### config.mk
export PLATFORM = sky130hd
export DESIGN_NAME = perf_counters
export DESIGN_NICKNAME = d
export VERILOG_FILES = /design/src/rv_core_pkg.sv /design/src/perf_counters.sv
export SDC_FILE = /design/constraint.sdc
export NUM_CORES = 1
export LEC_CHECK = 0
export BUFFER_PORTS_ARGS = -buffer_cell sky130_fd_sc_hd__buf_2
export CORE_MARGIN = 4
export CORE_UTILIZATION = 35
export DETAILED_ROUTE_END_ITERATION = 8
export PLACE_DENSITY = 0.58
export SKIP_LAST_GASP = 1
export SLEW_MARGIN = 20
export SYNTH_ARGS = -nofsm -noshare
export SYNTH_HDL_FRONTEND = slang
export SYNTH_SLANG_ARGS = --single-unit
### constraint.sdc
create_clock -name clk -period 4.2 [get_ports clk]
set_input_delay 0 -clock clk [delete_from_list [all_inputs] [get_ports clk]]
set_output_delay 0 -clock clk [all_outputs]
set_load 0.02 [all_outputs]
### src/rv_core_pkg.sv
package rv_core_pkg;

    // ==============================
    // Core widths
    // ==============================

    localparam int XLEN       = 32;
    localparam int NUM_LANES  = 3;
    localparam int REG_ADDR_W = 5;
    localparam int IMM_W      = 12;

    typedef logic [XLEN-1:0]       word_t;
    typedef logic [REG_ADDR_W-1:0] reg_idx_t;

    // Fetch group, lane 0 word in the low slot
    typedef struct packed {
        word_t                 pc;
        word_t [NUM_LANES-1:0] instr;
    } bundle_t;

    // ==============================
    // RV32I encodings
    // ==============================

    localparam logic [6:0] OPC_OP     = 7'b0110011;
    localparam logic [6:0] OPC_OP_IMM = 7'b0010011;

    localparam logic [2:0] F3_ADD_SUB = 3'b000;
    localparam logic [2:0] F3_XOR     = 3'b100;
    localparam logic [2:0] F3_OR      = 3'b110;
    localparam logic [2:0] F3_AND     = 3'b111;

    localparam logic [6:0] F7_BASE    = 7'b0000000;
    localparam logic [6:0] F7_SUB     = 7'b0100000;

    typedef enum logic [2:0] {
        ALU_ADD = 3'd0,
        ALU_SUB = 3'd1,
        ALU_AND = 3'd2,
        ALU_OR  = 3'd3,
        ALU_XOR = 3'd4,
        ALU_NOP = 3'd7
    } alu_op_e;

    // One decoded lane, immediate kept narrow until the ALU
    typedef struct packed {
        reg_idx_t         rs1;
        reg_idx_t         rs2;
        reg_idx_t         rd;
        logic             use_imm;
        logic             we;
        alu_op_e          alu_op;
        logic [IMM_W-1:0] imm;
    } dec_op_t;

endpackage
### src/perf_counters.sv
`timescale 1ns/1ps

module perf_counters import rv_core_pkg::*; (
    input  logic  clk,
    input  logic  reset,
    input  logic  push_i,
    input  logic  pop_i,
    input  logic  full_i,
    output word_t cycles_o,
    output word_t fetched_o,
    output word_t executed_o,
    output word_t buffer_stalls_o
);

    // Instructions per bundle
    localparam word_t LANE_INC = word_t'(NUM_LANES);

    always_ff @(posedge clk or negedge reset) begin
        if (!reset) begin
            cycles_o        <= '0;
            fetched_o       <= '0;
            executed_o      <= '0;
            buffer_stalls_o <= '0;
        end else begin
            cycles_o <= cycles_o + 1'b1;
            // Whole bundles enter the buffer
            if (push_i) begin
                fetched_o <= fetched_o + LANE_INC;
            end
            // Whole bundles retire together
            if (pop_i) begin
                executed_o <= executed_o + LANE_INC;
            end
            // Fetch held off this cycle
            if (full_i) begin
                buffer_stalls_o <= buffer_stalls_o + 1'b1;
            end
        end
    end

endmodule

## After elaboration in Yosys (flattened, before gate mapping)

Index checks and enable logic that the tools add are counted.

- Register bits after elaboration: 128
- Input bits: 5
- Output and inout port bits: 128
- Word-level logic and storage cells: 8

- $add $sub $neg: 4

Operators by type and width:

| kind | number |
|---|---|
| 32-bit by 1-bit adder with 32-bit output, second input constant | 2 |
| 32-bit by 2-bit adder with 32-bit output, second input constant | 2 |

## Longest topological paths before layout

Gate-level depths: netlist (run 1).

- Word-level depth: 1
- Depth in mapped cells: 7
- Depth with buffers taken out: 7

## Worst setup path after synthesis (run 1)

No wires, ideal clock.

- Path kind: reg-to-reg
- Start point: register fetched_o[0]
- End point: register fetched_o[18]
- Library setup time: 129 ps
- Arrival time: 1907 ps
- Required time: 4071 ps
- Path slack: 2163 ps
- Stages on the path, launching flop included: 8
- Path buffers: 1
- Clock period less this slack: 2037 ps
- Cell sequence: dfrtp_1 inv_1 ha_1 or4b_1 buf_2 nor3_1 nand4_1 xnor2_1

- Word-level cells in the longest chain between the ends: 1

Ends and longest elaborated chain:

| element | line | RTL |
|---|---|---|
| start: declaration | perf_counters.sv:10 | `output word_t fetched_o,` |
| start signal: assignment | perf_counters.sv:28 | `fetched_o <= fetched_o + LANE_INC;` |
| 32-bit by 2-bit adder with 32-bit output | perf_counters.sv:28 |  |

Every way passes these cells.
A chain may end at the register's enable or synchronous reset.

## Worst setup path in the final report (run 1)

- Start point: register executed_o[2]
- End point: register executed_o[23]

- Word-level cells in the longest chain between the ends: 1

Ends and longest elaborated chain:

| element | line | RTL |
|---|---|---|
| start: declaration | perf_counters.sv:11 | `output word_t executed_o,` |
| start signal: assignment | perf_counters.sv:32 | `executed_o <= executed_o + LANE_INC;` |
| 32-bit by 2-bit adder with 32-bit output | perf_counters.sv:32 |  |

Every way passes these cells.

==> run_results.csv, run 1 <==
group,metric,value,unit
run_status,status,"finished, final reports clean",
floorplanning,die_h,134,um
synthesis,synth_most_common_cell,"dfrtp_1",
synthesis,synth_top_cells_by_area,"dfrtp_1 58%, xnor2_1 12%, xor2_1 7.6%",
cts,clk_latency,0.41,ns
cts,clock_path_buffers,2,
synthesis,ys_warn_count,0,
routing,wl_per_cell,14.4,um
placement,dp_hpwl,8960,um
synthesis,synth_top_flop_cell,"dfrtp_1",
cts,numCtsBuffers,17,
finish,antenna_cells_inserted,0,
pwr,leakagePower,0.00365,uW
critical_path,cp-start-kind,"flip-flop",
synthesis,syn_inst,481,
timing,finalMaxSlewViolations,0,
grt,grt_pass1_vias,4001,
cts,cts-root-buf,"clkbuf_16",
pwr,peakVddDrop,0.291,mV
finish,num-nets-final,643,
routing,dr.pass1.iters,4,
critical_path,cp.required,4.49,ns
synthesis,ys_top_cells_by_count,"128 x dfrtp_1, 75 x xnor2_1, 52 x nand2_1",
grt,grt_overflow,0,
grt,antenna_found_initial,0,
timing,fin_worst_skew,0.0102,ns
synthesis,synth_edf_count,0,
synthesis,synth.distinct_cells,36,
critical_path,critPathMaxFanout,8,
synthesis,synth_top_area_frac,0.581,
timing,fin_crit,2.28,ns
grt,grt_usage,0.144,
finish,drive_above_1_share,0.267,
critical_path,cp-end-kind,"flip-flop",
synthesis,postSynthAreaPerCell,11.5,um2
synthesis,synth_area,0.00552,mm2
pwr,p_per_area,496,mW/mm2
finish,nFillCells,1440,
finish,area_growth_syn_to_layout,28.4,%
routing,vias_per_cell,4.69,
synthesis,synth-seq-cells,128,
flow_run,maxCapViolations,0,
timing,worst_slew_pin_slew,1.07,ns
floorplanning,coreArea,0.0153,mm2
routing,ant_nets,0,
critical_path,critPathArrivalTime,2.57,ns
timing,clock.fmax,0.439,GHz
timing,relSlewSlack,0.284,
floorplanning,die_area,0.0178,mm2
synthesis,synth_top_area_cell,"dfrtp_1",
routing,wl,12300,um
cts,cts_max_level,4,
timing,setup-violations-final,0,
floorplanning,num_io_pins,133,
routing,drtIter0Drc,175,
hold_path,hold_class,"input pin to async pin",
routing,drc,0,
floorplanning,start_util,0.360,
critical_path,crit_type,"flip-flop to flip-flop",
timing,rsz0062_at_grt,"no",
cts,cts_tree,"built",
finish,final_core_util,0.463,
floorplanning,rows,45,
grt,grt_max_degree,46,
routing,vias,4024,
timing,fin_setup_tns,0,ns
timing,finalCritPeriodShare,0.543,
synthesis,synthArstFlopShare,1.00,
grt,grt_pass1_wl,20600,um
floorplanning,die_w,134,um
cts,postCtsSetupBuffers,0,
placement,gp_congestion,0.773,
synthesis,syn_nets,490,
synthesis,yosysSeqAreaShare,0.581,
placement,port_buffers,132,
cts,clk_pin_slew,0.06,ns
cts,cts.sinks,128,
timing,finalHoldViolCount,0,
==> layout by cell type (no fill, tap or decap), drive strengths merged, types with 7 or more instances in the layout <==
cell type | synthesis | layout
buf | 1 | 134
dfrtp | 128 | 128
xnor2 | 75 | 75
nand2 | 52 | 52
xor2 | 48 | 48
nor2 | 37 | 37
nand3 | 31 | 31
nand4 | 26 | 26
clkbuf | 3 | 18
and3 | 15 | 15
and4 | 13 | 13
nor3 | 12 | 12
inv | 9 | 10
clkinv | 0 | 7
==> final timing paths <==
path | endpoint | slack (ns) | from | cells past startpoint
worst min-delay path | fetched_o[30] | 0.13 | reset | 2
max in group asynchronous | executed_o[21] | 3.08 | reset | 3
min in group clk | executed_o[0] | 0.40 | pop_i | 3
worst max register to register | executed_o[23] | 1.92 | executed_o[2] | 5
worst max-delay path | executed_o[23] | 1.92 | executed_o[2] | 5
worst min register to register | buffer_stalls_o[31] | 0.47 | buffer_stalls_o[31] | 1
==> flip-flops by register name, indices dropped and copies added, names as in the netlist <==
signal / count
cycles_o: 32
fetched_o: 32
buffer_stalls_o: 32
executed_o: 32
==> stage by stage <==
step | hold slack [ns] | worst slack, ns | instances | area (um2) | power, uW
finish | 0.127 | 1.92 | 858 | 7080 | 3510
global route | 0.171 | 1.69 | 858 | 7080 | 3680
CTS | 0.129 | 1.89 | 858 | 7080 | 3570
detailed placement | 0.0321 | 1.91 | 822 | 6440 | 2050
global placement | 0.0272 | 1.96 | 822 | 6440 | 2030
floorplan | -0.296 | 2.16 | 481 | 5520 | 1810
==> worst max-delay path, stage by stage, from the launching register on <==
cell and delay (ns):
dfrtp_1 0.41, and4_1 0.37, nand2_1 0.16, nor3_1 0.84, nand3_1 0.20, xnor2_1 0.17
==> power breakdown <==
part	total (uW)	switching [uW]	internal (uW)	leakage [uW]
clock	1490	546	946	0.000292
sequential	1490	139	1350	0.00173
combinational	533	334	199	0.00164
total	3510	1020	2490	0.00365
==> metal layers <==
metal  vias up  share of wire  GRT usage
met1      1975           0.48      0.198
met3        12          0.061     0.0457
met2       107           0.45      0.216
li1       1930              -          -
met5         -              0          0
met4         0          0.011     0.0537
==> repair_timing <==
item	in CTS	in global routing
endpoints found under the hold margin	55	0
resized for setup	0	0
hold buffers	4	0
==> kinds of logic after synthesis <==
family | after synthesis | share of synthesized area
AND/OR/NAND/NOR | 207 | 0.197
flip-flops | 128 | 0.581
XOR/XNOR | 123 | 0.195
buffers and inverters | 13 | 0.00930
AO/OA/AOI/OAI | 4 | 0.00454
adder cells (fa/ha/maj) | 4 | 0.00907
multiplexers | 2 | 0.00386
==> layout make-up <==
| class | count | area [um2] | share of cell area |
|---|---|---|---|
| inverters | 9 | 33.8 | 0.00477 |
| multi-input cells | 340 | 2260 | 0.319 |
| clock buffers | 18 | 439 | 0.0620 |
| flip-flops and latches | 128 | 3200 | 0.452 |
| repair buffers | 138 | 718 | 0.101 |
| well taps | 211 | 264 | 0.0373 |
| clock inverters | 14 | 164 | 0.0231 |
(Power assumes the default switching activity.)
==> run 2: changes to the inputs <==
==> constraint.sdc (replaced) <==
create_clock -name clk -period 2.3 [get_ports clk]
set_input_delay 0 -clock clk [delete_from_list [all_inputs] [get_ports clk]]
set_output_delay 0 -clock clk [all_outputs]
set_load 0.02 [all_outputs]
==> run 2 against run 1 <==
Against the previous run: cell count rose by 0.35%; design area rose by 0.42%; wire length fell by 0.84%; sequential cell count did not move; die area did not move; largest cell class unchanged; worst setup slack got worse by 1.7 ns; via count fell by 0.60%; critical path depth rose by 1.
==> run_results.csv, run 2 (synthesized netlist as in run 1, its figures left out) <==
group,metric,value,unit
run_status,status,"finished, final reports clean",
finish,drive_above_1_share,0.269,
critical_path,cp_slowest_cell,"or3_1",
timing,worst_slew_pin_slew,0.545,ns
routing,drc,0,
routing,vias,4000,
cts,cts_hold_buffers,4,
finish,area_growth_syn_to_layout,29.0,%
pwr,comb_power_share,0.150,
routing,ant_nets,0,
timing,finalCritPeriodShare,0.895,
routing,wl_met2,5510,um
finish,layout.cells.non_filler,861,
routing,wl_met1,5640,um
critical_path,cp-end-kind,"flip-flop",
critical_path,cp.required,2.59,ns
grt,antenna_found_initial,0,
floorplanning,die_w,134,um
floorplanning,die_area,0.0178,mm2
critical_path,cp-start-kind,"flip-flop",
timing,rsz0062_at_grt,"no",
timing,fin_crit,2.06,ns
cts,clk_latency,0.41,ns
grt,grt_pass1_vias,4053,
routing,wl_per_cell,14.2,um
finish,final_common_cell,"buf_2",
pwr,leakagePower,0.00367,uW
pwr,p_per_area,889,mW/mm2
cts,cts-root-buf,"clkbuf_16",
pwr,seq_power_share,0.430,
cts,postCtsSetupBuffers,0,
routing,drtIter0Drc,139,
pwr,p_int,4520,uW
finish,final_core_util,0.464,
routing,wl,12200,um
floorplanning,rows,45,
critical_path,cp_top_family,"simple AND/OR/NAND/NOR gates",
flow_run,maxCapViolations,0,
pwr,power.share.switching,0.285,
finish,stdcell_area,0.00711,mm2
critical_path,crit_type,"flip-flop to flip-flop",
cts,cts_tree,"built",
timing,finalMaxSlewViolations,0,
pwr,peakVddDrop,0.668,mV
routing,met3_length,806,um
timing,setup-violations-final,0,
floorplanning,start_util,0.360,
cts,cts.sinks,128,
critical_path,slowest_delay,0.52,ns
critical_path,critPathArrivalTime,2.35,ns
cts,clock_path_buffers,2,
timing,fin_worst_skew,0.00566,ns
timing,fin_setup_tns,0,ns
cts,numCtsBuffers,17,
cts,cts_max_level,4,
cts,clk_pin_slew,0.06,ns
hold_path,hold_class,"input pin to async pin",
timing,clock.fmax,0.486,GHz
floorplanning,num_io_pins,133,
floorplanning,die_h,134,um
placement,post_dp_cell_area,0.00648,mm2
critical_path,crit_chain,"ha_1, nand3_1, or3_1, nor2_1, nand3_1, xnor2_1",
floorplanning,coreArea,0.0153,mm2
grt,grt_max_degree,67,
critical_path,crit_buf_inv,0,
timing,finalHoldViolCount,0,
finish,num-nets-final,647,
cts,cts-resized-gates,0,
finish,mostFrequentLayoutCells,"131 x buf_2, 128 x dfrtp_1, 75 x xnor2_1",
pwr,clkPwrFrac,0.420,
placement,dp_hpwl,8830,um
grt,grt_pass1_wl,20600,um
routing,vias_per_cell,4.65,
pwr,power_switching,1800,uW
routing,dr.pass1.iters,4,
critical_path,critPathMaxFanout,6,
finish,antenna_cells_inserted,0,
timing,relSlewSlack,0.636,
placement,port_buffers,132,
grt,grt_usage,0.143,
placement,placed_cells,826,
placement,gp_congestion,0.779,
grt,grt_overflow,0,
critical_path,path_common_cell,"nand3_1",
routing,highest_layer,"met4",
==> run 2: cell types whose count changed in the layout (fill, tap and decap cells not counted), sizes merged <==
cell,delta
buf,+4
clkbuf,+4
bufinv,-1
clkinv,-4
==> run 2: through the flow <==
stage	total power [uW]	worst slack, ns	hold WS (ns)
after floorplan	3310	0.263	-0.296
after global placement	3700	0.317	0.0280
after detailed placement	3720	0.224	0.0338
after CTS	6430	0.211	0.136
after global routing	6640	0.0362	0.167
final	6330	0.241	0.124
==> run 2: layout make-up <==
class	instances	area [um2]
Timing Repair Buffer	142	761
Clock inverter	9	106
Clock buffer	22	484
Inverter	9	33.8
Multi-Input combinational cell	340	2260
Tap cell	211	264
Sequential cell	128	3200
Fill cell	1453	8200
==> run 2: final timing paths <==
kind	startpoint	to	slack [ns]	cells past startpoint
worst min register to register	cycles_o[31]	cycles_o[31]	0.46	1
max in group asynchronous	reset	executed_o[31]	1.42	3
worst max-delay path	buffer_stalls_o[0]	buffer_stalls_o[30]	0.24	6
worst min-delay path	reset	fetched_o[30]	0.12	2
min in group clk	pop_i	executed_o[0]	0.41	3
worst max register to register	buffer_stalls_o[0]	buffer_stalls_o[30]	0.24	6
==> run 2: power by group through the flow <==
stage	clock network (uW)	registers [uW]	logic, uW
floorplan	0	2960	351
global placement	0	2740	959
detailed placement	0	2760	962
CTS	2740	2720	970
global route	2840	2770	1040
finish	2650	2720	952
==> run 2: routing by layer <==
layer  vias to the layer above  track usage
li1                       1952            -
met1                      1931        0.185
met2                       104        0.215
met3                        13       0.0585
met4                         0       0.0543
met5                         -            0
==> run 2: worst reg2reg max path, cell delays in order (launching register included) <==
cell	delay [ns]
dfrtp_1	0.40
ha_1	0.21
nand3_1	0.10
or3_1	0.52
nor2_1	0.39
nand3_1	0.17
xnor2_1	0.15
