--- config.mk ---
export PLATFORM = sky130hd
export DESIGN_NAME = inst_buffer_flat
export DESIGN_NICKNAME = d
export VERILOG_FILES = /design/src/rv_core_pkg.sv /design/src/bundle_if.sv /design/src/inst_buffer.sv /design/src/flat_wrapper.sv
export SDC_FILE = /design/constraint.sdc
export NUM_CORES = 1
export LEC_CHECK = 0
export BUFFER_PORTS_ARGS = -buffer_cell sky130_fd_sc_hd__buf_2
export CORE_MARGIN = 2
export CORE_UTILIZATION = 55
export DETAILED_ROUTE_END_ITERATION = 8
export PLACE_DENSITY_LB_ADDON = 0.2
export SETUP_SLACK_MARGIN = 0.1
export SYNTH_ARGS = -nofsm -noshare
export SYNTH_HDL_FRONTEND = slang
export SYNTH_SLANG_ARGS = --single-unit
--- constraint.sdc ---
create_clock -name clk -period 8.8 [get_ports clk]
set_input_delay 1.32 -clock clk [delete_from_list [all_inputs] [get_ports clk]]
set_output_delay 1.32 -clock clk [all_outputs]
set_load 0.01 [all_outputs]
--- src/rv_core_pkg.sv ---
package rv_core_pkg;

    // ==============================
    // Core widths
    // ==============================

    localparam int XLEN       = 32;
    localparam int NUM_LANES  = 3;
    localparam int REG_ADDR_W = 5;
    localparam int IMM_W      = 12;

    typedef logic [XLEN-1:0]       word_t;
    typedef logic [REG_ADDR_W-1:0] reg_idx_t;

    // Fetch group, lane 0 word in the low slot
    typedef struct packed {
        word_t                 pc;
        word_t [NUM_LANES-1:0] instr;
    } bundle_t;

    // ==============================
    // RV32I encodings
    // ==============================

    localparam logic [6:0] OPC_OP     = 7'b0110011;
    localparam logic [6:0] OPC_OP_IMM = 7'b0010011;

    localparam logic [2:0] F3_ADD_SUB = 3'b000;
    localparam logic [2:0] F3_XOR     = 3'b100;
    localparam logic [2:0] F3_OR      = 3'b110;
    localparam logic [2:0] F3_AND     = 3'b111;

    localparam logic [6:0] F7_BASE    = 7'b0000000;
    localparam logic [6:0] F7_SUB     = 7'b0100000;

    typedef enum logic [2:0] {
        ALU_ADD = 3'd0,
        ALU_SUB = 3'd1,
        ALU_AND = 3'd2,
        ALU_OR  = 3'd3,
        ALU_XOR = 3'd4,
        ALU_NOP = 3'd7
    } alu_op_e;

    // One decoded lane, immediate kept narrow until the ALU
    typedef struct packed {
        reg_idx_t         rs1;
        reg_idx_t         rs2;
        reg_idx_t         rd;
        logic             use_imm;
        logic             we;
        alu_op_e          alu_op;
        logic [IMM_W-1:0] imm;
    } dec_op_t;

endpackage
--- src/bundle_if.sv ---
`timescale 1ns/1ps

interface bundle_if import rv_core_pkg::*; ();

    // Push strobe or not-empty, depending on the link
    logic    valid;
    bundle_t bundle;
    // Accept strobe from the receiving side
    logic    pop;
    // Receiving side cannot take a bundle
    logic    full;

    modport producer (
        output valid,
        output bundle,
        input  pop,
        input  full
    );

    modport consumer (
        input  valid,
        input  bundle,
        output pop,
        output full
    );

endinterface

--- src/inst_buffer.sv ---
`timescale 1ns/1ps

module inst_buffer import rv_core_pkg::*; #(
    parameter int BUFFER_DEPTH = 4
) (
    input  logic                          clk,
    input  logic                          reset,
    bundle_if.consumer                    in,
    bundle_if.producer                    out,
    output logic [$clog2(BUFFER_DEPTH):0] occupancy_o
);

    localparam int PTR_W = $clog2(BUFFER_DEPTH);
    localparam int CNT_W = PTR_W + 1;

    // ==============================
    // Storage and pointers
    // ==============================

    bundle_t    mem [BUFFER_DEPTH];
    logic [PTR_W-1:0] wr_ptr;
    logic [PTR_W-1:0] rd_ptr;
    logic [CNT_W-1:0] count;
    logic             full;
    logic             push;
    logic             pop;

    assign full = (count == CNT_W'(BUFFER_DEPTH));

    // Push only with room, pop only with data
    assign push = in.valid && !full;
    assign pop  = out.pop && (count != '0);

    // Fetch side status
    assign in.full = full;
    // Accept strobe back to fetch side
    assign in.pop  = push;

    // Head is visible straight from storage
    assign out.valid  = (count != '0);
    assign out.bundle = mem[rd_ptr];

    assign occupancy_o = count;

    // Payload storage
    always_ff @(posedge clk) begin
        if (push) begin
            mem[wr_ptr] <= in.bundle;
        end
    end

    // Pointers wrap on power-of-two depth
    always_ff @(posedge clk or negedge reset) begin
        if (!reset) begin
            wr_ptr <= '0;
            rd_ptr <= '0;
            count  <= '0;
        end else begin
            if (push) begin
                wr_ptr <= wr_ptr + 1'b1;
            end
            if (pop) begin
                rd_ptr <= rd_ptr + 1'b1;
            end
            // Simultaneous push and pop keeps the count
            case ({push, pop})
                2'b10:   count <= count + 1'b1;
                2'b01:   count <= count - 1'b1;
                default: count <= count;
            endcase
        end
    end

endmodule

--- src/flat_wrapper.sv ---
// flat-port wrapper written by rule: the top's interface ports become plain ports
module inst_buffer_flat import rv_core_pkg::*;
#(
    parameter int BUFFER_DEPTH = 4
)
  (clk, reset, occupancy_o, in_valid, in_bundle, in_pop, in_full, out_valid, out_bundle, out_pop, out_full);
  bundle_if in_i ();
  bundle_if out_i ();
  input  logic clk;
  input  logic reset;
  output logic [$clog2(BUFFER_DEPTH):0] occupancy_o;
  input wire logic [$bits(in_i.valid)-1:0] in_valid;
  input wire logic [$bits(in_i.bundle)-1:0] in_bundle;
  output wire logic [$bits(in_i.pop)-1:0] in_pop;
  output wire logic [$bits(in_i.full)-1:0] in_full;
  output wire logic [$bits(out_i.valid)-1:0] out_valid;
  output wire logic [$bits(out_i.bundle)-1:0] out_bundle;
  input wire logic [$bits(out_i.pop)-1:0] out_pop;
  input wire logic [$bits(out_i.full)-1:0] out_full;
  assign in_i.valid = in_valid;
  assign in_i.bundle = in_bundle;
  assign in_pop = in_i.pop;
  assign in_full = in_i.full;
  assign out_valid = out_i.valid;
  assign out_bundle = out_i.bundle;
  assign out_i.pop = out_pop;
  assign out_i.full = out_full;
  inst_buffer #(.BUFFER_DEPTH(BUFFER_DEPTH)) u_core (.clk(clk), .reset(reset), .in(in_i), .out(out_i), .occupancy_o(occupancy_o));
endmodule
[Yosys cells after proc, flatten, opt, wreduce, memory -nomap -nowiden]
Memories as Yosys holds them, arrays and structs flattened.
Index checks and enable logic that the tools add are counted.
Widths: inputs -> output; s select.
Operators by class
  eq/ne operators: 3
  $add $sub $neg: 4
  divide/modulo/power cells: 0
  muxes and demuxes: 3
  shifts and indexed selects: 0
  multiply operators: 0
  bitwise gates (word level): 0
  reduce and logical (&&, ||, !) cells: 5
  $lt $le $gt $ge: 0
Operator list (count)
  $pmux 3 s2: 1
  $add 2x1->2 const B: 2
  $add 3x1->3 const B: 1
  $eq 3x3->1 const B: 1
  $reduce_bool 3->1: 1
  $sub 3x1->3 const B: 1
  $eq 2x1->1 const B: 1
  $eq 2x2->1 const B: 1
  $logic_and 1x1->1: 2
  $mux 1: 2
  $reduce_bool 2->1: 1
  $logic_not 1->1: 1
Storage, ports and cells
  word-level logic and storage cells: 19
  memories kept: 1
  memory bits (read-only): 0
  bits in writable memories: 512
  register bits: 7
  bits in latches: 0
Memories
  u_core.mem: words 4, width 128, read ports 1, clocked after Yosys merged registers in 0, wr ports 1, line inst_buffer.sv:20  | bundle_t mem [BUFFER_DEPTH];

[Longest topological paths before layout]
  word-level depth: 5
  depth in mapped cells: 10

[Worst setup path before layout]
No wires, ideal clock.
  path kind: input to register
  from: in in_valid
  to: mem u_core.mem[0][0] (netlist bit), enable pin
  arrival time: 4.593 ns
  path slack: 3.704 ns
  stages: 3
  path buffers: 1
  cells stage by stage: nor2b_1 > buf_2 > and2_1
On the way
  longest elaborated chain between the ends: 3
Ends and longest elaborated chain
  from (decl): line flat_wrapper.sv:12  | input wire logic [$bits(in_i.valid)-1:0] in_valid;
  $logic_and 1x1->1: line inst_buffer.sv:31  | assign push = in.valid && !full;
  via in_pop: line flat_wrapper.sv:14  | output wire logic [$bits(in_i.pop)-1:0] in_pop;
  $mux 1: line inst_buffer.sv:47  | if (push) begin
  $mux 1 (implied by the code): line inst_buffer.sv:48  | mem[wr_ptr] <= in.bundle;
  to (decl): line inst_buffer.sv:20
The timed path passes the listed nets, and every way through them passes these cells.

[Final worst setup path]
  from: reg u_core.rd_ptr[1]
  to: out out_bundle[20]
On the way
  longest elaborated chain between the ends: 1
Ends and longest elaborated chain
  from (decl): line inst_buffer.sv:22  | logic [PTR_W-1:0] rd_ptr;
  from (signal assigned): line inst_buffer.sv:63  | rd_ptr <= rd_ptr + 1'b1;
  $mem_v2 4x128
  to (decl): line flat_wrapper.sv:17  | output wire logic [$bits(out_i.bundle)-1:0] out_bundle;
No other way between the ends.

==> results <==
- The routed design has 34,000 um of wire.
- Along the worst path, the maximum fanout reaches 66.
- Across all layers, the routed design uses roughly 8,300 vias.
- The synthesized netlist occupies a cell area of 0.0189 mm2.
- In this run the biggest area consumer among cell types represents 81.4% of the synthesized area.
- The class of the most critical hold timing path is flop to flop.
- The via count of the first global-routing pass was 8,647.
- STA classifies the critical path startpoint as a flop.
- The count of flip-flops with a built-in enable after synthesis is 512.
- Overall power consumption after layout is estimated at 7.66 mW.
- The remaining max-slew budget at the tightest pin is 33.2%.
- The worst path meets setup with 4.27 ns of slack.
- The flow ran to the end, and the final reports show no timing, DRC or antenna violations.
- The number of iterations in the first detailed-routing pass is 4.
- Routability-driven placement finished with a final weighted congestion of 0.733.
- For the finished layout, the period the worst path requires is 4.53 ns.
- The data arrival time of the critical path is 3.21 ns.
- Counting flops and latches in the post-synthesis netlist gives 519.
- TritonCTS built the clock tree.
- The worst hold path begins at u_core.occupancy_o[2].
- The area of the core is ~0.034 mm2.
- The number of core rows is 67.
- The global-route usage over all layers is 19.1%.
- The type of the worst setup path is flop to output pin.
- The final setup violation count is 0.
- The final layout contains ~1,100 nets.
- The first-iteration detailed-routing DRC count is 594.
- The count of port buffers added during placement is 265.
- The footprint of the flip-flops and latches is 0.0156 mm2.
- The final number of hold-violating endpoints is 0.
- The final cell utilization of the core is 66.2%.
- The number of buffers inserted by post-CTS setup repair is 0.
- The sum of negative setup slack is 0 ns.
- The reported max-cap violation count is 0.
- For this design the static power due to leakage is 7.61 nW.
- The total count of max-transition violations in the final report came to 0.
- The worst clock skew is 0.0188 ns.
- For this run, the top clock speed supported by timing is ~220 MHz.
- The worst setup path is captured at an output pin.
- The number of warnings printed during yosys synthesis is 0.
- The placed wire-length estimate is 19,400 um.
- The clock-pin transition on the worst setup and hold timing paths is 0.06 ns.
- At the placement stage, the worst setup path has a slack of 4.29 ns.
- At the worst endpoint, the required time is 7.48 ns.
- Compared with the post-synthesis result, the final layout area differs by 18.0%.
- The number of cells upsized or downsized after cts is 0.
- The most used flip-flop cell after synthesis is sky130_fd_sc_hd__edfxtp_1.
- CTS built an H-tree with a depth of 2.
- The maximum VDD drop is around 290 uV.
- The root buffer selected by CTS is sky130_fd_sc_hd__clkbuf_16.
- Entering global routing, the biggest net connects 96 pins.
- A synthesized cell averages 26.7 um2.
- The most critical setup path has its startpoint at u_core.rd_ptr[1].
- In this run the deepest clock path goes through 3 buffers.
- The multi-input combinational cells in the finished layout cover a total of a little over 0.003 mm2.
- The initial utilization of the core area, before any placement, comes to roughly 56%.
- TritonCTS created 51 clock buffers.
- The number of nets handed over by synthesis was 846.
- Of the synthesized area, sequential elements account for 82.3%.
- The share of layout cells above drive strength 1 is 45.6%.
- The power density over the cells is 343 mW/mm2.
- Of all cell types, the one taking the most synthesized area is sky130_fd_sc_hd__edfxtp_1.
- After synthesis, the share of flip-flops with an asynchronous set or reset is 1.35%.
- Measured along the x axis, the die boundary spans ~190 um.
- For this design, the CTS-stage hold fixing added 0 buffers.
- The first global-routing pass estimated 51,100 um of wire.
- The total grt overflow is 0.
- After detailed routing, the average wire length per cell comes to between 20 and 25 um.
- The clock insertion delay at the later pin of the skew report is about 0.55 ns.
- The post-route fraction of the period consumed by the critical path is 51.5%.
- The number of library cell types mapped by synthesis is 21.
- The TritonCTS sink count is 519.
- The number of antenna-violating nets in the routed design is 0.
- The measured slew at the worst slew-check pin is 1.00 ns.
- Yosys attributes the largest share of cell area to sky130_fd_sc_hd__edfxtp_1, sky130_fd_sc_hd__mux4_2, sky130_fd_sc_hd__dfrtp_1.
- The number of placed I/O pins is about 270.
- The start of the worst register-to-register path is u_core.occupancy_o[2].
- The die covers roughly 0.036 mm2.
- The detailed-route DRC error count is 0.
- In the synthesized netlist, the number of instances is 707.
- The layout has 2,229 filler cells.
- In this run the vertical extent of the chip is about 190 um.
- Setup repair after global routing left no endpoint under its margin.
- The number of antenna violations at the first check in global routing is 6.
- The ratio of routed vias to standard cells is 5.57.
==> layer usage <==
layer,global-route usage (%),share of wire (%)
met2,30.5,49
met5,0,0.16
met4,5.31,2.1
met3,6.28,7.9
met1,25.6,41
==> layout by cell type (no fill, tap or decap), types with 2 or more instances in the layout <==
cell                          n
sky130_fd_sc_hd__buf_2      265
sky130_fd_sc_hd__buf_4        8
sky130_fd_sc_hd__dfrtp_4      2
sky130_fd_sc_hd__bufinv_16    7
sky130_fd_sc_hd__and2_4       4
sky130_fd_sc_hd__clkbuf_1    12
sky130_fd_sc_hd__ha_1         5
sky130_fd_sc_hd__clkinv_1    15
sky130_fd_sc_hd__edfxtp_1   512
sky130_fd_sc_hd__inv_1        6
sky130_fd_sc_hd__xor2_1       3
sky130_fd_sc_hd__mux4_2     128
sky130_fd_sc_hd__dfrtp_1      5
sky130_fd_sc_hd__clkbuf_16   51
sky130_fd_sc_hd__xnor2_1      3
sky130_fd_sc_hd__diode_2      4
sky130_fd_sc_hd__clkinv_2     7
==> area by class of cell <==
type / count / area share (%)
Sequential cell: 519 / 69.8
Inverter: 6 / 0.101
Clock inverter: 30 / 1.39
Antenna cell: 4 / 0.0449
Multi-Input combinational cell: 152 / 14.0
Tap cell: 448 / 2.51
Clock buffer: 63 / 5.92
Timing Repair Buffer: 274 / 6.31
==> kinds of logic (layout without fill, tap and decap cells) <==
| kind of cell | after synthesis | after routing | share of synthesized area (%) |
|---|---|---|---|
| DFF | 519 | 519 | 82.3 |
| buffers and inverters | 36 | 373 | 1.28 |
| and+or+nand+nor | 9 | 9 | 0.305 |
| muxes | 130 | 130 | 15.4 |
| xor gates and xnor gates | 6 | 6 | 0.278 |
| AOI/OAI and AO/OA | 1 | 1 | 0.0464 |
| adders and majority gates | 6 | 6 | 0.437 |
| other | 0 | 4 | 0 |
==> worst max-delay path, stage by stage (launching register included) <==
cell	delay, ns
sky130_fd_sc_hd__dfrtp_4	1.02
sky130_fd_sc_hd__buf_4	0.86
sky130_fd_sc_hd__mux4_2	0.45
sky130_fd_sc_hd__buf_2	0.16
==> flip-flops by register name, indices dropped and copies added, names as in the netlist <==
register	cells
u_core.rd_ptr	2
u_core.mem	512
u_core.occupancy_o	3
u_core.wr_ptr	2
==> synthesized netlist by cell type (2+ instances only) <==
master,number
sky130_fd_sc_hd__xor2_1,3
sky130_fd_sc_hd__dfrtp_1,7
sky130_fd_sc_hd__xnor2_1,3
sky130_fd_sc_hd__and2_1,4
sky130_fd_sc_hd__buf_6,11
sky130_fd_sc_hd__edfxtp_1,512
sky130_fd_sc_hd__buf_2,16
sky130_fd_sc_hd__mux4_2,128
sky130_fd_sc_hd__ha_1,5
sky130_fd_sc_hd__clkbuf_1,2
sky130_fd_sc_hd__inv_1,6
==> where the power goes <==
| group | internal, mW | switching, mW | total (mW) |
|---|---|---|---|
| clock network | 1.26 | 0.846 | 2.11 |
| logic | 0.961 | 1.10 | 2.06 |
| registers | 3.27 | 0.214 | 3.48 |
| total | 5.50 | 2.16 | 7.66 |
==> final timing paths <==
path                                    endpoint  slack, ns  cells past startpoint
max                               out_bundle[20]       4.27                      3
min                        u_core.occupancy_o[2]       0.53                      1
max reg2reg                    u_core.mem[3][26]       5.21                      5
min reg2reg                u_core.occupancy_o[2]       0.53                      1
max in group asynchronous       u_core.rd_ptr[1]       8.03                      1
min in group asynchronous  u_core.occupancy_o[0]       0.59                      1
==> stage by stage <==
| stage | instances | area, um2 | hold WS, ns |
|---|---|---|---|
| after floorplan | 707 | 18900 | 0.534 |
| after global placement | 1399 | 20700 | 0.524 |
| after detailed placement | 1399 | 20700 | 0.534 |
| after CTS | 1492 | 22300 | 0.542 |
| after global routing | 1492 | 22300 | 0.562 |
| final | 1496 | 22300 | 0.534 |
(Power assumes the default switching activity.)
