**src/rv_core_pkg.sv**
```systemverilog
package rv_core_pkg;

    // ==============================
    // Core widths
    // ==============================

    localparam int XLEN       = 32;
    localparam int NUM_LANES  = 3;
    localparam int REG_ADDR_W = 5;
    localparam int IMM_W      = 12;

    typedef logic [XLEN-1:0]       word_t;
    typedef logic [REG_ADDR_W-1:0] reg_idx_t;

    // Fetch group, lane 0 word in the low slot
    typedef struct packed {
        word_t                 pc;
        word_t [NUM_LANES-1:0] instr;
    } bundle_t;

    // ==============================
    // RV32I encodings
    // ==============================

    localparam logic [6:0] OPC_OP     = 7'b0110011;
    localparam logic [6:0] OPC_OP_IMM = 7'b0010011;

    localparam logic [2:0] F3_ADD_SUB = 3'b000;
    localparam logic [2:0] F3_XOR     = 3'b100;
    localparam logic [2:0] F3_OR      = 3'b110;
    localparam logic [2:0] F3_AND     = 3'b111;

    localparam logic [6:0] F7_BASE    = 7'b0000000;
    localparam logic [6:0] F7_SUB     = 7'b0100000;

    typedef enum logic [2:0] {
        ALU_ADD = 3'd0,
        ALU_SUB = 3'd1,
        ALU_AND = 3'd2,
        ALU_OR  = 3'd3,
        ALU_XOR = 3'd4,
        ALU_NOP = 3'd7
    } alu_op_e;

    // One decoded lane, immediate kept narrow until the ALU
    typedef struct packed {
        reg_idx_t         rs1;
        reg_idx_t         rs2;
        reg_idx_t         rd;
        logic             use_imm;
        logic             we;
        alu_op_e          alu_op;
        logic [IMM_W-1:0] imm;
    } dec_op_t;

endpackage
```
**src/bundle_if.sv**
```systemverilog
`timescale 1ns/1ps

interface bundle_if import rv_core_pkg::*; ();

    // Push strobe or not-empty, depending on the link
    logic    valid;
    bundle_t bundle;
    // Accept strobe from the receiving side
    logic    pop;
    // Receiving side cannot take a bundle
    logic    full;

    modport producer (
        output valid,
        output bundle,
        input  pop,
        input  full
    );

    modport consumer (
        input  valid,
        input  bundle,
        output pop,
        output full
    );

endinterface

```
**src/fetch_unit.sv**
```systemverilog
`timescale 1ns/1ps

module fetch_unit import rv_core_pkg::*; (
    input  logic        clk,
    input  logic        reset,
    output word_t       inst_addr_o [NUM_LANES],
    input  word_t       inst_data_i [NUM_LANES],
    bundle_if.producer  out
);

    // Bytes covered by one fetch group
    localparam word_t BUNDLE_BYTES = word_t'(4 * NUM_LANES);

    word_t   pc;
    logic    push;
    bundle_t fetched;

    // Push whenever the buffer has room
    assign push = !out.full;

    // Consecutive word addresses from the current pc
    always_comb begin
        for (int i = 0; i < NUM_LANES; i++) begin
            inst_addr_o[i] = pc + word_t'(4 * i);
        end
    end

    // Pack returned words with the group pc
    always_comb begin
        fetched.pc = pc;
        for (int i = 0; i < NUM_LANES; i++) begin
            fetched.instr[i] = inst_data_i[i];
        end
    end

    assign out.valid  = push;
    assign out.bundle = fetched;

    // Pc holds while the buffer is full
    always_ff @(posedge clk or negedge reset) begin
        if (!reset) begin
            pc <= '0;
        end else if (push) begin
            pc <= pc + BUNDLE_BYTES;
        end
    end

endmodule

```
**src/flat_wrapper.sv**
```systemverilog
// flat-port wrapper written by rule: the top's interface ports become plain ports
module fetch_unit_flat import rv_core_pkg::*;
  (clk, reset, inst_addr_o, inst_data_i, out_valid, out_bundle, out_pop, out_full);
  bundle_if out_i ();
  input  logic clk;
  input  logic reset;
  output word_t inst_addr_o[NUM_LANES];
  input  word_t inst_data_i[NUM_LANES];
  output wire logic [$bits(out_i.valid)-1:0] out_valid;
  output wire logic [$bits(out_i.bundle)-1:0] out_bundle;
  input wire logic [$bits(out_i.pop)-1:0] out_pop;
  input wire logic [$bits(out_i.full)-1:0] out_full;
  assign out_valid = out_i.valid;
  assign out_bundle = out_i.bundle;
  assign out_i.pop = out_pop;
  assign out_i.full = out_full;
  fetch_unit u_core (.clk(clk), .reset(reset), .inst_addr_o(inst_addr_o), .inst_data_i(inst_data_i), .out(out_i));
endmodule
```
**config.mk**
```make
export PLATFORM = sky130hd
export DESIGN_NAME = fetch_unit_flat
export DESIGN_NICKNAME = d
export VERILOG_FILES = /design/src/rv_core_pkg.sv /design/src/bundle_if.sv /design/src/fetch_unit.sv /design/src/flat_wrapper.sv
export SDC_FILE = /design/constraint.sdc
export NUM_CORES = 1
export LEC_CHECK = 0
export BUFFER_PORTS_ARGS = -buffer_cell sky130_fd_sc_hd__buf_4
export CORE_AREA = 4 4 123 125
export DETAILED_ROUTE_END_ITERATION = 10
export DIE_AREA = 0 0 127 129
export PLACE_DENSITY = 0.54
export SLEW_MARGIN = 25
export SYNTH_ARGS = -nofsm -noshare
export SYNTH_HDL_FRONTEND = slang
export SYNTH_SLANG_ARGS = --single-unit
```
**constraint.sdc**
```tcl
create_clock -name clk -period 2.3 [get_ports clk]
set_input_delay 0.115 -clock clk [delete_from_list [all_inputs] [get_ports clk]]
set_output_delay 0.115 -clock clk [all_outputs]
set_load 0.05 [all_outputs]
```
* Word-level counts from Yosys, hierarchy flattened *
Index checks and enable logic that the tools add are counted.

storage, ports and cells
  bits of input ports = 100
  register bits = 32
  output and inout port bits = 225

operators by class
  reduce and logical (&&, ||, !) cells = 1
  add/sub/neg operators = 3

operators with widths
  operator                                        number
  adder 32 x 4 -> 32 bit (second input constant)  2
  adder 32 x 3 -> 32 bit (second input constant)  1
  zero test 1 bit                                 1

* Depth between registers and ports, before layout *
Gate-level depths: netlist of run 1.

  depth in word-level cells = 1
  gate-level depth with buffers = 7

* Least setup slack after synthesis of run 1 *
No wires, ideal clock.

  kind = register to output
  start = register u_core.pc[3]
  end = output port inst_addr_o[63] (netlist bit)
  setup slack = -0.567 ns
  stages on the path, launching flop included = 7
  arrival time = 2.752 ns
  path through = dfrtp_1 ha_1 clkbuf_1 nand2_1 or3_1 nor4_2 xor2_1

RTL lines
  element                   RTL line           source
  start: declaration        fetch_unit.sv:14   word_t pc;
  start signal: assignment  fetch_unit.sv:44   pc <= pc + BUNDLE_BYTES;
  end: declaration          flat_wrapper.sv:7  output word_t inst_addr_o[NUM_LANES];

==> results of run 1 <==
through the flow:
stage          setup TNS (ns)  power, uW
2_1_floorplan         -0.7775       3733
3_3_place_gp                0       4059
3_5_place_dp                0       4071
4_1_cts              -0.05257       4761
5_1_grt             -0.002733       5123
6_report                    0       4913
cell type report:
cell class,count,area share
clock buffers,8,0.03169
inverters,6,0.004875
multi-input cells,217,0.4605
flip-flops and latches,30,0.1685
well taps,180,0.04875
repair buffers,171,0.2858
where the power goes:
part	switching, uW	total [uW]	leakage (uW)	internal, uW
combinational	2440	3520	0.00176	1080
clock	213	644	0.0000712	430
sequential	111	752	0.000359	641
total	2760	4910	0.00219	2150
placed cells by master, fill, tap and decap left out, types with 2 or more instances in the layout:
cell type	n
clkbuf_16	5
clkbuf_1	2
nor2_1	11
xor2_1	14
and3_1	5
inv_1	6
nor4b_2	2
and4_1	3
nand4_1	27
buf_4	162
buf_6	7
nor3_1	3
xnor2_1	30
ha_1	2
nor3_2	5
nand2_1	22
nor4_4	5
conb_1	8
xnor2_4	12
or2_2	2
dfrtp_1	8
xor2_2	6
dfrtp_2	22
or3_4	2
nand3_1	18
nand3_2	2
xnor2_2	20
and2_1	4
xor2_4	2
routing by layer:
layer | vias up | global-route usage | wire [um]
li1 | 1218 | - | -
met1 | 1228 | 0.1271 | 3619
met2 | 164 | 0.2379 | 6193
met3 | 18 | 0.08012 | 1676
met4 | 0 | 0.03407 | 210
met5 | - | 0 | 0
critical path, cell delays in order (launching register included):
cell and delay (ns):
dfrtp_2 0.42, ha_4 0.17, inv_1 0.06, or3_4 0.42
nor4_4 0.41, xor2_4 0.18, buf_8 0.16
final timing paths:
check	startpoint	end	slack, ns
min	out_full	u_core.pc[2]	0.09
max	u_core.pc[3]	inst_addr_o[29]	0.1
min in group asynchronous	reset	u_core.pc[9]	0.34
max in group asynchronous	reset	u_core.pc[24]	1.64
max reg2reg	u_core.pc[3]	u_core.pc[19]	0.23
min reg2reg	u_core.pc[27]	u_core.pc[27]	0.54
repair_timing:
item,CTS,global route
resized for setup,4,21
buffers inserted,2,13
setup endpoints to repair,9,22
hold buffers,1,0
pin swaps,2,9
hold endpoints to repair,30,0
cells by family after synthesis:
| logic type | after synthesis | synth area share |
|---|---|---|
| compound gates | 1 | 0.001436 |
| buf+inv | 172 | 0.3429 |
| simple gates | 119 | 0.2103 |
| mux | 1 | 0.002876 |
| other cells | 1 | 0.001077 |
| fa+ha+maj | 4 | 0.01438 |
| flops | 30 | 0.2157 |
| xor+xnor | 84 | 0.2114 |
==> metrics.csv, run 1 <==
stage,metric,value,unit
placement,placer congestion estimate,0.7763,
yosys,Synth top area share,0.2976,
yosys,number of synthesized flops with an enable pin,0,
timing,Max transition margin,0.6218,
routing,Via Count,2628,
layout,Multi-input gate area,2127,sq um
clocking,# clock sinks,30,
timing,final cycle utilization of the critical path,0.9575,
yosys,Cells after Synth,412,
clocking,TritonCTS clock tree,built,
die,initial core utilization,0.2508,
yosys,"Distinct cells, synth",33,
yosys,Synth Warn #,0,
placement,DP HPWL,9762,um
timing,RSZ-0062 raised after global routing,true,
yosys,post-synthesis cell area,3481,sq um
min_path,Min-Delay Path Class,in2reg,
layout,Finished Layout Cells,612,
grt,pin count of the biggest net entering global routing,31,
yosys,Synth area leaders,"buf_4 (30%), dfrtp_1 (22%), xnor2_1 (16%)",
layout,Area growth syn-to-layout,32.71,%
yosys,most frequent cells after synthesis,"buf_4 (138), xnor2_1 (62), dfrtp_1 (30)",
grt,first-pass GRT wire length,16460,um
yosys,"count leader, synth",buf_4,
timing,Clock Skew,0.007146,ns
timing,post-route setup slack,0.09773,ns
layout,Largest regs,u_core.pc x30,
min_path,hold-critical path depth,2,
timing,Max Freq,0.4541,GHz
power_and_ir_drop,Worst IR Drop VDD,1.085,mV
setup_path,Worst R2R Path Depth,8,
timing,final number of hold-violating endpoints,0,
die,core area,13880,sq um
grt,vias in the first global route,2522,
grt,GRT Util Overall,0.1316,
power_and_ir_drop,PwrDens,1064,nW/um^2
layout,# diodes,0,
clocking,TritonCTS buffer count,5,
die,die area,16380,sq um
clocking,clk slew on worst S/H paths,0.05,ns
placement,post-placement cell area,4238,sq um
placement,setup slack at placement,0.1289,ns
setup_path,worst path arrival time,2.09,ns
die,FP Rows,43,
layout,Nets,535,
yosys,"Async S/R FF share, synth",1.000,
layout,FILL cells,1444,
layout,"Most flops, register",u_core.pc,
outcome,status,finished clean,
layout,Final Core Density,0.3328,
clocking,Root Driver,clkbuf_16,
layout,Reg area,778.2,sq um
die,die height,129,um
placement,dpl cells,588,
die,Die Wd,127,um
routing,antenna-violating nets left,0,
run,max cap viols,0,
yosys,post-synthesis sequential area ratio,0.2157,
placement,number of port buffers,123,
power_and_ir_drop,Leak Pwr,0.002195,uW
die,I/O pins,325,
routing,Detailed Route WL,11700,um
clocking,H-Tree Depth,2,
yosys,"area leader, netlist",buf_4,
layout,layout cells sized above 1,0.6157,
grt,total gr overflow,0,
routing,Vias per Instance,4.294,
routing,Initial DRC Count,78,
clocking,clock insertion delay at the later pin of the skew report,0.27,ns
setup_path,Worst setup EP type,output port,
yosys,Syn Area/Cell,8.449,sq um
yosys,dominant synthesized flop cell,dfrtp_1,
layout,max reg flops,30,
setup_path,Setup crit start kind,flip-flop,
timing,fin crit period,2.202,ns
routing,Initial DRT Pass Iterations,4,
routing,wire per inst,19.12,um
clocking,Max clock buf depth,2,
setup_path,Worst Path Max Fanout,5,
routing,DRC viols,0,
setup_path,CP required,2.18,ns
grt,initial antenna violation count,0,
timing,Hold WS,0.09052,ns
timing,actual slew at the worst max-slew pin,0.5631,ns
yosys,"FF+latch count, synth",30,
setup_path,Setup Crit Path Kind,reg2out,
timing,# setup viols final,0,
timing,Final Max Tran Viols,0,
layout,final instance area,4619,sq um
Power figures use the tool's default switching activity.
==> run 2, diff against run 1 <==
HOLD_SLACK_MARGIN = 0.1   (was unset)
SKIP_LAST_GASP = 1   (was unset)
==> run 2 against run 1 <==
Fmax decreased by 0.89%. Non-clock buffer count increased by 1. Flip-flop and latch count unchanged. Via count decreased by 0.38%. Clock power about the same. Hold slack improved by 0.14 ns. Largest power group unchanged. Highest routed layer unchanged.
==> metrics.csv, run 2 (synthesized netlist as in run 1, its figures left out) <==
stage,metric,value,unit,change
outcome,status,finished clean,,
placement,number of port buffers,123,,unchanged
routing,antenna-violating nets left,0,,unchanged
placement,DP HPWL,9762,um,unchanged
timing,final cycle utilization of the critical path,0.9661,,+0.008568
power_and_ir_drop,PwrDens,1064,nW/um^2,about the same
layout,Reg area,778.2,sq um,unchanged
power_and_ir_drop,Clk pwr share,0.131,,about the same
min_path,hold path startpoint,inst_data_i[74],,
layout,layout cells sized above 1,0.6074,,-0.008350
timing,Clock Skew,0.007377,ns,+0.0002308 ns
routing,Vias per Instance,4.271,,-0.54%
die,die area,16380,sq um,unchanged
layout,most frequent cells in the layout,"buf_4 (164), xnor2_1 (30), nand4_1 (27), nand2_1 (22), dfrtp_2 (22)",,
timing,final number of hold-violating endpoints,0,,unchanged
timing,Final Max Tran Viols,0,,unchanged
power_and_ir_drop,Leak Pwr,0.002197,uW,about the same
die,FP Rows,43,,unchanged
power_and_ir_drop,logic gate share of total power,0.715,,about the same
routing,Initial DRC Count,73,,-6.4%
placement,setup slack at placement,0.1289,ns,unchanged
timing,post-route setup slack,0.07802,ns,-0.01971 ns
setup_path,Setup crit start kind,flip-flop,,
routing,Initial DRT Pass Iterations,4,,unchanged
die,core area,13880,sq um,unchanged
timing,RSZ-0062 raised after global routing,true,,
setup_path,worst path arrival time,2.11,ns,+0.02 ns
layout,Multi-input gate area,2113,sq um,-0.65%
timing,Max Freq,0.4500,GHz,-0.89%
timing,Max transition margin,0.6259,,+0.004122
layout,Final Core Density,0.3320,,-0.0008120
die,die height,129,um,unchanged
clocking,TritonCTS buffer count,5,,unchanged
routing,wire per inst,19.14,um,+0.10%
timing,Hold WS,0.2300,ns,+0.1395 ns
grt,pin count of the biggest net entering global routing,31,,unchanged
setup_path,Critical R2R Launch,u_core.pc[3],,
grt,vias in the first global route,2528,,+0.24%
die,I/O pins,325,,unchanged
clocking,Max clock buf depth,2,,unchanged
power_and_ir_drop,sw frac,0.5631,,+0.001350
die,initial core utilization,0.2508,,unchanged
layout,Area growth syn-to-layout,32.39,%,
setup_path,CP required,2.18,ns,about the same
setup_path,Worst Path Max Fanout,6,,+1
min_path,Hold Path End,out_bundle[10],,
setup_path,Worst setup EP type,output port,,
setup_path,Reg2Reg Capture Point,u_core.pc[19],,
clocking,H-Tree Depth,2,,unchanged
layout,Nets,536,,+0.19%
min_path,Min-Delay Path Class,in2out,,
timing,fin crit period,2.222,ns,+0.01971 ns
layout,Largest regs,u_core.pc x30,,
setup_path,Worst R2R Path Depth,7,,-1
power_and_ir_drop,Worst IR Drop VDD,1.085,mV,unchanged
layout,max reg flops,30,,unchanged
timing,actual slew at the worst max-slew pin,0.5570,ns,-0.006138 ns
layout,FILL cells,1442,,-0.14%
clocking,clock insertion delay at the later pin of the skew report,0.27,ns,about the same
clocking,TritonCTS clock tree,built,,
run,max cap viols,0,,unchanged
power_and_ir_drop,Seq pwr share,0.154,,about the same
setup_path,Setup Crit Path Kind,reg2out,,
placement,post-placement cell area,4238,sq um,unchanged
timing,# setup viols final,0,,unchanged
clocking,Root Driver,clkbuf_16,,
routing,DRC viols,0,,unchanged
clocking,clk slew on worst S/H paths,0.05,ns,about the same
layout,# diodes,0,,unchanged
grt,first-pass GRT wire length,16520,um,+0.33%
die,Die Wd,127,um,unchanged
power_and_ir_drop,internal power,2143,uW,-0.48%
placement,placer congestion estimate,0.7763,,unchanged
grt,GRT Util Overall,0.1321,,+0.0005223
setup_path,worst reg-to-reg setup slack,0.35,ns,+0.12 ns
power_and_ir_drop,Psw,2762,uW,about the same
layout,final instance area,4608,sq um,-0.24%
clocking,# clock sinks,30,,unchanged
grt,initial antenna violation count,0,,unchanged
min_path,hold-critical path depth,0,,-2
layout,"Most flops, register",u_core.pc,,
grt,total gr overflow,0,,unchanged
routing,Via Count,2618,,-0.38%
routing,Detailed Route WL,11730,um,+0.26%
layout,"most common cell after layout, fill and taps aside",buf_4,,
==> run 2: changes by cell type in the layout (fill, tap and decap cells not counted), sizes merged <==
cell / delta
dlygate4sd3: +1
==> run 2: layer usage <==
metal,GRT usage,vias to the layer above,routed length [um]
li1,-,1216,-
met1,0.1271,1226,3557
met2,0.2397,160,6276
met3,0.08012,16,1690
met4,0.03407,0,206
met5,0,-,0
==> run 2: repair_timing <==
| action | CTS | global route |
|---|---|---|
| buffers inserted | 2 | 13 |
| pin swaps | 2 | 11 |
| resized for setup | 2 | 17 |
| setup endpoints to repair | 9 | 22 |
| hold buffers | 2 | 0 |
| endpoints found under the hold margin | 31 | 0 |
| cloned | 0 | 0 |
==> run 2: worst max path at each step <==
stage / startpoint / endpoint / slack, ns / cells past startpoint
final: u_core.pc[3] / inst_addr_o[31] / 0.08 / 6
after global routing: u_core.pc[3] / inst_addr_o[60] / -0.04 / 7
after CTS: u_core.pc[3] / inst_addr_o[63] / -0.05 / 6
after detailed placement: u_core.pc[3] / u_core.pc[19] / 0.13 / 7
after global placement: u_core.pc[3] / u_core.pc[19] / 0.17 / 7
after floorplan: u_core.pc[16] / inst_addr_o[23] / -0.06 / 6
==> run 2: worst max-delay path, stage by stage, from the launching register on <==
cell and delay [ns]:
dfrtp_2 0.42, ha_4 0.16, inv_1 0.06, or3_4 0.41
nor4_4 0.40, xor2_4 0.20, buf_8 0.17
==> run 2: power by group through the flow <==
stage	Combinational [uW]	Clock (uW)	Sequential, uW
after global placement	3250	0	810
after global routing	3670	680	764
after floorplan	2660	0	1080
after CTS	3310	661	789
after detailed placement	3260	0	815
final	3510	645	753
==> run 2: final cells by class <==
cell class,instances,share of cell area
well taps,180,0.04887
inverters,6,0.004887
multi-input cells,217,0.4586
flip-flops and latches,30,0.1689
clock buffers,8,0.03177
repair buffers,172,0.2870
==> run 2: metrics by stage <==
stage,instances,setup TNS (ns),total power (uW)
after floorplan,419,-0.7775,3733
after global placement,588,0,4059
after detailed placement,588,0,4071
after CTS,600,-0.08280,4762
after global routing,613,-0.1197,5110
final,613,0,4904
